`src/rtl/ic_pkg.sv`:
```
// Widths, payload types and reset constants for the cache RAM block.
// The line width is also the bus data width; key and nonce must stay equal
// in width, since the keystream word is their XOR.

package ic_pkg;

  //////////////////////////////
  // Widths
  //////////////////////////////

  parameter int unsigned KEY_W   = 32;
  parameter int unsigned NONCE_W = 32;
  parameter int unsigned TAG_W   = 22;
  parameter int unsigned LINE_W  = 64;

  //////////////////////////////
  // Payload types
  //////////////////////////////

  typedef logic [KEY_W-1:0]   key_t;
  typedef logic [NONCE_W-1:0] nonce_t;
  typedef logic [TAG_W-1:0]   tag_t;
  typedef logic [LINE_W-1:0]  line_t;

  //////////////////////////////
  // Reset values
  //////////////////////////////

  // Key in use until the first rekey
  parameter key_t   RST_KEY   = 32'h9e37_79b9;
  parameter nonce_t RST_NONCE = 32'h7f4a_7c15;

endpackage

```
`src/rtl/ic_ram_if.sv`:
```
// Request and read data between the bank selector and one RAM bank.
// Read data is valid the cycle after a read request and held until the next.

`timescale 1ns/100ps

interface ic_ram_if #(
  parameter type         data_t   = ic_pkg::line_t,
  parameter int unsigned NumLines = 16
);

  localparam int unsigned IdxW = $clog2(NumLines);

  logic            req;
  logic            we;
  logic [IdxW-1:0] addr;
  data_t           wdata;
  data_t           rdata;

  modport master (
    output req, we, addr, wdata,
    input  rdata
  );

  modport bank (
    input  req, we, addr, wdata,
    output rdata
  );

endinterface

```
`src/rtl/ic_scramble_ctrl.sv`:
```
// Key and nonce registers with the rekey handshake.
// Key and nonce load on any cycle with scramble_key_valid_i high;
// invalidate_i is ignored while a key request is pending.

`timescale 1ns/100ps

module ic_scramble_ctrl (
  input  logic           clk_i,
  input  logic           rst_ni,
  input  logic           invalidate_i,
  input  logic           scramble_key_valid_i,
  input  ic_pkg::key_t   scramble_key_i,
  input  ic_pkg::nonce_t scramble_nonce_i,
  output logic           scramble_req_o,
  output logic           key_valid_o,
  output ic_pkg::key_t   key_o,
  output ic_pkg::nonce_t nonce_o
);

  logic           req_d, req_q;
  logic           valid_d, valid_q;
  ic_pkg::key_t   key_q;
  ic_pkg::nonce_t nonce_q;

  // Pending request stays up until the provider answers
  assign req_d   = req_q ? ~scramble_key_valid_i : invalidate_i;
  assign valid_d = req_q        ? scramble_key_valid_i :
                   invalidate_i ? 1'b0                 :
                                  valid_q;

  always_ff @(posedge clk_i or negedge rst_ni) begin
    if (!rst_ni) begin
      req_q   <= 1'b0;
      valid_q <= 1'b1;
    end else begin
      req_q   <= req_d;
      valid_q <= valid_d;
    end
  end

  always_ff @(posedge clk_i or negedge rst_ni) begin
    if (!rst_ni) begin
      key_q   <= ic_pkg::RST_KEY;
      nonce_q <= ic_pkg::RST_NONCE;
    end else if (scramble_key_valid_i) begin
      key_q   <= scramble_key_i;
      nonce_q <= scramble_nonce_i;
    end
  end

  assign scramble_req_o = req_q;
  assign key_valid_o    = valid_q;
  assign key_o          = key_q;
  assign nonce_o        = nonce_q;

endmodule

```
`src/rtl/ic_scr_ram.sv`:
```
// Single-port RAM with an XOR keystream on both write and read.
// The keystream uses the key present at access time; entries written under an
// older key read back garbled. Key validity is not checked here.

`timescale 1ns/100ps

module ic_scr_ram #(
  parameter type         data_t   = ic_pkg::line_t,
  parameter int unsigned NumLines = 16
) (
  input  logic           clk_i,
  input  logic           rst_ni,
  input  ic_pkg::key_t   key_i,
  input  ic_pkg::nonce_t nonce_i,
  ic_ram_if.bank         bank_port
);

  localparam int unsigned DataW = $bits(data_t);

  data_t              mem [NumLines];
  data_t              rdata_q;
  ic_pkg::key_t       ks_word;
  logic [DataW-1:0]   ks;

  //////////////////////////////
  // Keystream
  //////////////////////////////

  assign ks_word = key_i ^ nonce_i ^ ic_pkg::key_t'(bank_port.addr);

  // Word repeated across the payload, top copy truncated
  always_comb begin
    for (int i = 0; i < DataW; i++) begin
      ks[i] = ks_word[i % ic_pkg::KEY_W];
    end
  end

  //////////////////////////////
  // Storage
  //////////////////////////////

  always_ff @(posedge clk_i) begin
    if (bank_port.req && bank_port.we) begin
      mem[bank_port.addr] <= data_t'(bank_port.wdata ^ ks);
    end
  end

  // Read data held until the next read
  always_ff @(posedge clk_i or negedge rst_ni) begin
    if (!rst_ni) begin
      rdata_q <= '0;
    end else if (bank_port.req && !bank_port.we) begin
      rdata_q <= data_t'(mem[bank_port.addr] ^ ks);
    end
  end

  assign bank_port.rdata = rdata_q;

endmodule

```
`src/rtl/ic_bank_select.sv`:
```
// Grants bus requests while the key is valid and steers them to one bank.
// Read data returns exactly one cycle after acceptance; tags are
// zero-extended to the line width. Writes get no response.

`timescale 1ns/100ps

module ic_bank_select #(
  parameter int unsigned NumWays  = 2,
  parameter int unsigned NumLines = 16,
  localparam int unsigned WayW    = (NumWays > 1) ? $clog2(NumWays) : 1,
  localparam int unsigned IdxW    = $clog2(NumLines)
) (
  input  logic            clk_i,
  input  logic            rst_ni,
  input  logic            key_valid_i,
  input  logic            req_i,
  input  logic            we_i,
  input  logic            sel_line_i,
  input  logic [WayW-1:0] way_i,
  input  logic [IdxW-1:0] addr_i,
  input  ic_pkg::line_t   wdata_i,
  output logic            gnt_o,
  output logic            rvalid_o,
  output ic_pkg::line_t   rdata_o,
  ic_ram_if.master        tag_ports  [NumWays],
  ic_ram_if.master        line_ports [NumWays]
);

  logic            accept;
  logic            rvalid_q;
  logic            sel_line_q;
  logic [WayW-1:0] way_q;
  ic_pkg::tag_t    tag_rdata  [NumWays];
  ic_pkg::line_t   line_rdata [NumWays];

  // Grant follows the key alone, requester holds its request meanwhile
  assign gnt_o  = key_valid_i;
  assign accept = req_i & gnt_o;

  //////////////////////////////
  // Request routing
  //////////////////////////////

  for (genvar w = 0; w < NumWays; w++) begin : gen_way
    assign tag_ports[w].req   = accept & ~sel_line_i & (way_i == WayW'(w));
    assign tag_ports[w].we    = we_i;
    assign tag_ports[w].addr  = addr_i;
    assign tag_ports[w].wdata = wdata_i[ic_pkg::TAG_W-1:0];
    assign tag_rdata[w]       = tag_ports[w].rdata;

    assign line_ports[w].req   = accept & sel_line_i & (way_i == WayW'(w));
    assign line_ports[w].we    = we_i;
    assign line_ports[w].addr  = addr_i;
    assign line_ports[w].wdata = wdata_i;
    assign line_rdata[w]       = line_ports[w].rdata;
  end

  //////////////////////////////
  // Read return
  //////////////////////////////

  always_ff @(posedge clk_i or negedge rst_ni) begin
    if (!rst_ni) begin
      rvalid_q   <= 1'b0;
      sel_line_q <= 1'b0;
      way_q      <= '0;
    end else begin
      rvalid_q <= accept & ~we_i;
      if (accept && !we_i) begin
        sel_line_q <= sel_line_i;
        way_q      <= way_i;
      end
    end
  end

  assign rvalid_o = rvalid_q;
  assign rdata_o  = sel_line_q ? line_rdata[way_q] :
                                 ic_pkg::line_t'(tag_rdata[way_q]);

endmodule

```
`src/rtl/ic_ram_top.sv`:
```
// Scrambled tag and line banks of the instruction cache, reached over a
// request/grant/rvalid bus. Requests stall while a new key is awaited;
// entries written under an old key are not re-encrypted on rekey.

`timescale 1ns/100ps

module ic_ram_top #(
  parameter int unsigned NumWays  = 2,
  parameter int unsigned NumLines = 16,
  localparam int unsigned WayW    = (NumWays > 1) ? $clog2(NumWays) : 1,
  localparam int unsigned IdxW    = $clog2(NumLines)
) (
  input  logic            clk_i,
  input  logic            rst_ni,

  // Bus
  input  logic            req_i,
  input  logic            we_i,
  input  logic            sel_line_i,
  input  logic [WayW-1:0] way_i,
  input  logic [IdxW-1:0] addr_i,
  input  ic_pkg::line_t   wdata_i,
  output logic            gnt_o,
  output logic            rvalid_o,
  output ic_pkg::line_t   rdata_o,

  // Key provider
  input  logic            invalidate_i,
  input  logic            scramble_key_valid_i,
  input  ic_pkg::key_t    scramble_key_i,
  input  ic_pkg::nonce_t  scramble_nonce_i,
  output logic            scramble_req_o
);

  logic           key_valid;
  ic_pkg::key_t   key;
  ic_pkg::nonce_t nonce;

  ic_ram_if #(.data_t(ic_pkg::tag_t),  .NumLines(NumLines)) tag_if  [NumWays] ();
  ic_ram_if #(.data_t(ic_pkg::line_t), .NumLines(NumLines)) line_if [NumWays] ();

  //////////////////////////////
  // Key management
  //////////////////////////////

  ic_scramble_ctrl u_scramble_ctrl (
    .clk_i,
    .rst_ni,
    .invalidate_i,
    .scramble_key_valid_i,
    .scramble_key_i,
    .scramble_nonce_i,
    .scramble_req_o,
    .key_valid_o (key_valid),
    .key_o       (key),
    .nonce_o     (nonce)
  );

  //////////////////////////////
  // Bus front end
  //////////////////////////////

  ic_bank_select #(
    .NumWays  (NumWays),
    .NumLines (NumLines)
  ) u_bank_select (
    .clk_i,
    .rst_ni,
    .key_valid_i (key_valid),
    .req_i,
    .we_i,
    .sel_line_i,
    .way_i,
    .addr_i,
    .wdata_i,
    .gnt_o,
    .rvalid_o,
    .rdata_o,
    .tag_ports   (tag_if),
    .line_ports  (line_if)
  );

  //////////////////////////////
  // Banks
  //////////////////////////////

  for (genvar w = 0; w < NumWays; w++) begin : gen_banks
    ic_scr_ram #(
      .data_t   (ic_pkg::tag_t),
      .NumLines (NumLines)
    ) u_tag_bank (
      .clk_i,
      .rst_ni,
      .key_i     (key),
      .nonce_i   (nonce),
      .bank_port (tag_if[w])
    );

    ic_scr_ram #(
      .data_t   (ic_pkg::line_t),
      .NumLines (NumLines)
    ) u_line_bank (
      .clk_i,
      .rst_ni,
      .key_i     (key),
      .nonce_i   (nonce),
      .bank_port (line_if[w])
    );
  end

endmodule

```
`config.mk`:
```
export PLATFORM = sky130hd
export DESIGN_NAME = ic_ram_top
export DESIGN_NICKNAME = d
export VERILOG_FILES = /design/src/rtl/ic_pkg.sv /design/src/rtl/ic_ram_if.sv /design/src/rtl/ic_scramble_ctrl.sv /design/src/rtl/ic_scr_ram.sv /design/src/rtl/ic_bank_select.sv /design/src/rtl/ic_ram_top.sv
export SDC_FILE = /design/constraint.sdc
export NUM_CORES = 2
export LEC_CHECK = 0
export BUFFER_PORTS_ARGS = -buffer_cell sky130_fd_sc_hd__buf_2
export CORE_UTILIZATION = 35
export DETAILED_ROUTE_END_ITERATION = 8
export SETUP_SLACK_MARGIN = 0.4
export SLEW_MARGIN = 10
export SYNTH_ARGS = -nofsm -noshare
export SYNTH_HDL_FRONTEND = slang
export SYNTH_SLANG_ARGS = --single-unit
```
`constraint.sdc`:
```
create_clock -name clk_i -period 4.8 [get_ports clk_i]
set_clock_uncertainty 0.15 [all_clocks]
set_input_delay 0.48 -clock clk_i [delete_from_list [all_inputs] [get_ports clk_i]]
set_output_delay 0.48 -clock clk_i [all_outputs]
set_load 0.02 [all_outputs]
```
==> results.md <==
- Syn Inst Count: 5214
- TritonCTS clock tree: built
- Reg2Reg Launch Point: u_scramble_ctrl.key_valid_o
- CTS Root Cell: clkbuf_16
- Unrepaired setup endpoints after global routing: no
- Final worst path period need: 3.86 ns
- Setup TNS: 0 ns
- Final WL: around 320000 microns
- Longest Clk Path Bufs: 4
- Area growth from synthesis to layout: 17.1%
- Reg clk slew, reported paths: about 0.060 ns
- Critical path launch point: u_bank_select.way_q
- Pwr Density: 461 nW/um^2
- Post-layout nets: between 5000 and 6000
- Leak Pwr: about 43 nW
- Crit path capture type: output pin
- Peak supply drop: around 0.31 mV
- Final antenna-violating net count: 0
- Yosys top cell area share: 71.3%
- Critical path class: reg2out
- Max Transition Viols Final: 0
- FMAX: about 0.26 GHz
- Synthesized net count: around 5400
- Worst-path fanout max: 28
- Max_cap viols: 0
- Slew @ Worst Pin: approximately 1.2 ns
- Pre-Repair DR Iteration Count: 5
- Synth area leader: edfxtp_1
- DRC viols: 0
- Fraction of registers with async set/reset: 8.05%
- Initial DRC count: roughly 6400
- Synth area leaders: edfxtp_1 71%, mux4_2 14%, dfrtp_1 4.4%
- Predominant post-synthesis flop cell: edfxtp_1
- Tcrit/Tclk final: between 80% and 90%
- Class of the tightest hold or removal check: in2async
- Total number of vias: between 50000 and 60000
- Core Region: about 330000 sq um
- HPWL after detailed placement: approximately 180000 microns
- First-pass GRT wire length: 454000 microns
- Die ar.: approximately 330000 sq um
- Multi-input gate area: ~27000 sq um
- Wire length per cell: about 31 microns
- Most frequent cells after synthesis: 2752 x edfxtp_1, 710 x mux4_2, 267 x xnor2_1, 202 x dfrtp_1, 187 x nand2_1
- Initial antenna violation count: 17
- Place WS: approximately 1.2 ns
- Synthesis Warnings: 0
- Final RePlAce weighted congestion: between 0.7 and 0.8
- Post-CTS Setup Inserts: 0
- Clk_lat worst skew: ~0.9 ns
- Starting Density: a little over a third
- Req. time, crit path: about 4.2 ns
- Post-synth EDFFs: 2752
- Num rows: 210
- Largest net degree at the start of global routing: 129
- Num CTS Buffers: 303
- Total gr overflow: 0
- GRT Total Usage: 19.3%
- Seq/Total Area, Yosys: approximately three quarters
- Vias per cell: between 5 and 6
- Share of cells above drive strength 1: 34.3%
- Arrival time at the worst endpoint: approximately 3.2 ns
- Worst slew margin: roughly 22%
- I/O pin count: 207
- Reg area: ~90000 sq um
- Mapped Area: ~120000 sq um
- Failing checks: hold timing
- CP startpoint kind: register
- Count leader, synth: edfxtp_1
- Hold slack: -0.0215 ns
- Vias in the first global route: approximately 58000
- Die H: ~580 microns
- Seq cells post-synth: 2993
- Endpoints failing setup: 0
- Clock Sinks: 2993
- IO buf count: between 200 and 250
- Status: finished with violations
- PnR worst setup slack: approximately 0.94 ns
- CTS H-tree lvls: 5
- Die X: between 500 and 600 microns
- Fillers: 28200
- Library cells used by synthesis: 27
- Synth Area per Inst: around 22 sq um
- Final hold vios: 3
==> worst max-delay path: stages (launching register included) <==
cell     delay (ns)
dfrtp_4        1.03
mux2i_1        0.40
nor2b_1        0.51
buf_2          0.27
==> cell type report <==
type,count,share of cell area [%]
Clock inverter,149,1.10
Clock buffer,404,6.10
Timing Repair Buffer,537,3.38
Multi-Input combinational cell,1922,20.0
Tap cell,4346,4.01
Sequential cell,2993,65.4
Antenna cell,1,0.00184
==> worst paths after layout <==
check	slack (ns)	to	depth (start not counted)
max in group asynchronous	3.28	gen_banks[1].u_line_bank.bank_port.rdata[50]	3
min reg2reg	0.33	gen_banks[0].u_line_bank.bank_port.rdata[33]	2
min	-0.02	u_scramble_ctrl.key_o[30]	2
max reg2reg	1.33	gen_banks[1].u_line_bank.mem[12][13]	5
min in group clk_i	0.06	gen_banks[1].u_line_bank.mem[5][33]	3
max	0.94	rdata_o[27]	3
==> where the power goes <==
part	switching, mW	internal (mW)	leakage (nW)
sequential	0.833	30.8	27.7
clock	10.0	13.4	4.76
combinational	5.10	2.41	11.0
total	15.9	46.6	43.5
==> kinds of logic (layout without fill, tap and decap cells) <==
group           after synthesis  in the layout  share of synthesized area, %
flops                      2993           2993                          76.6
simple gates                314            314                          1.14
xor+xnor                    272            272                          2.06
buf+inv                     299           1090                          1.13
compound gates              518            518                          4.27
other cells                   0              1                             0
mux                         818            818                          14.8
==> registers in the layout, indices dropped and copies added, names as in the netlist <==
register	count
u_bank_select.way_q	1
gen_banks.u_line_bank.bank_port.rdata	128
u_scramble_ctrl.key_valid_o	1
u_bank_select.sel_line_q	1
u_bank_select.rvalid_o	1
gen_banks.u_tag_bank.mem	704
gen_banks.u_line_bank.mem	2048
u_scramble_ctrl.key_o	32
u_scramble_ctrl.scramble_req_o	1
u_scramble_ctrl.nonce_o	32
gen_banks.u_tag_bank.bank_port.rdata	44
==> stage by stage <==
step                std cells  util [%]  hold slack [ns]  power (mW)  cell area, sq um
finish                  10400      41.4          -0.0215        62.6            136000
global route            10400      41.4           0.0443        64.4            136000
CTS                     10400      41.3          0.00152        63.0            135000
detailed placement       9728      38.1            0.325        39.7            125000
global placement         9728      38.1            0.315        39.5            125000
floorplan                5214         -           0.0344        35.8            116000
==> layer usage <==
layer	global-route usage [%]	part of all wire (%)
met1	26.0	40
met2	32.2	49
met3	2.82	7.1
met4	6.13	3.3
met5	0	0.0074
==> layout by cell type (no fill, tap or decap), types with 53 or more instances in the layout <==
master | netlist | routed
dfrtp_1 | 202 | 200
mux2_2 | 66 | 66
mux4_2 | 710 | 710
xnor2_1 | 267 | 172
buf_12 | 0 | 69
buf_4 | 6 | 193
clkbuf_1 | 163 | 75
a22o_1 | 173 | 173
a221oi_2 | 170 | 170
o21ai_1 | 171 | 171
edfxtp_1 | 2752 | 2752
dlygate4sd3_1 | 0 | 70
xnor2_2 | 1 | 71
nand2_1 | 187 | 186
buf_2 | 68 | 202
clkbuf_16 | 0 | 308
clkinv_2 | 0 | 53
==> timing repair <==
action                                 in CTS  in global routing
endpoints found under the hold margin     127                  0
hold buffers                               70                  0
resized for setup                           0                  0
Note: power is estimated with default switching activity, not from simulation.
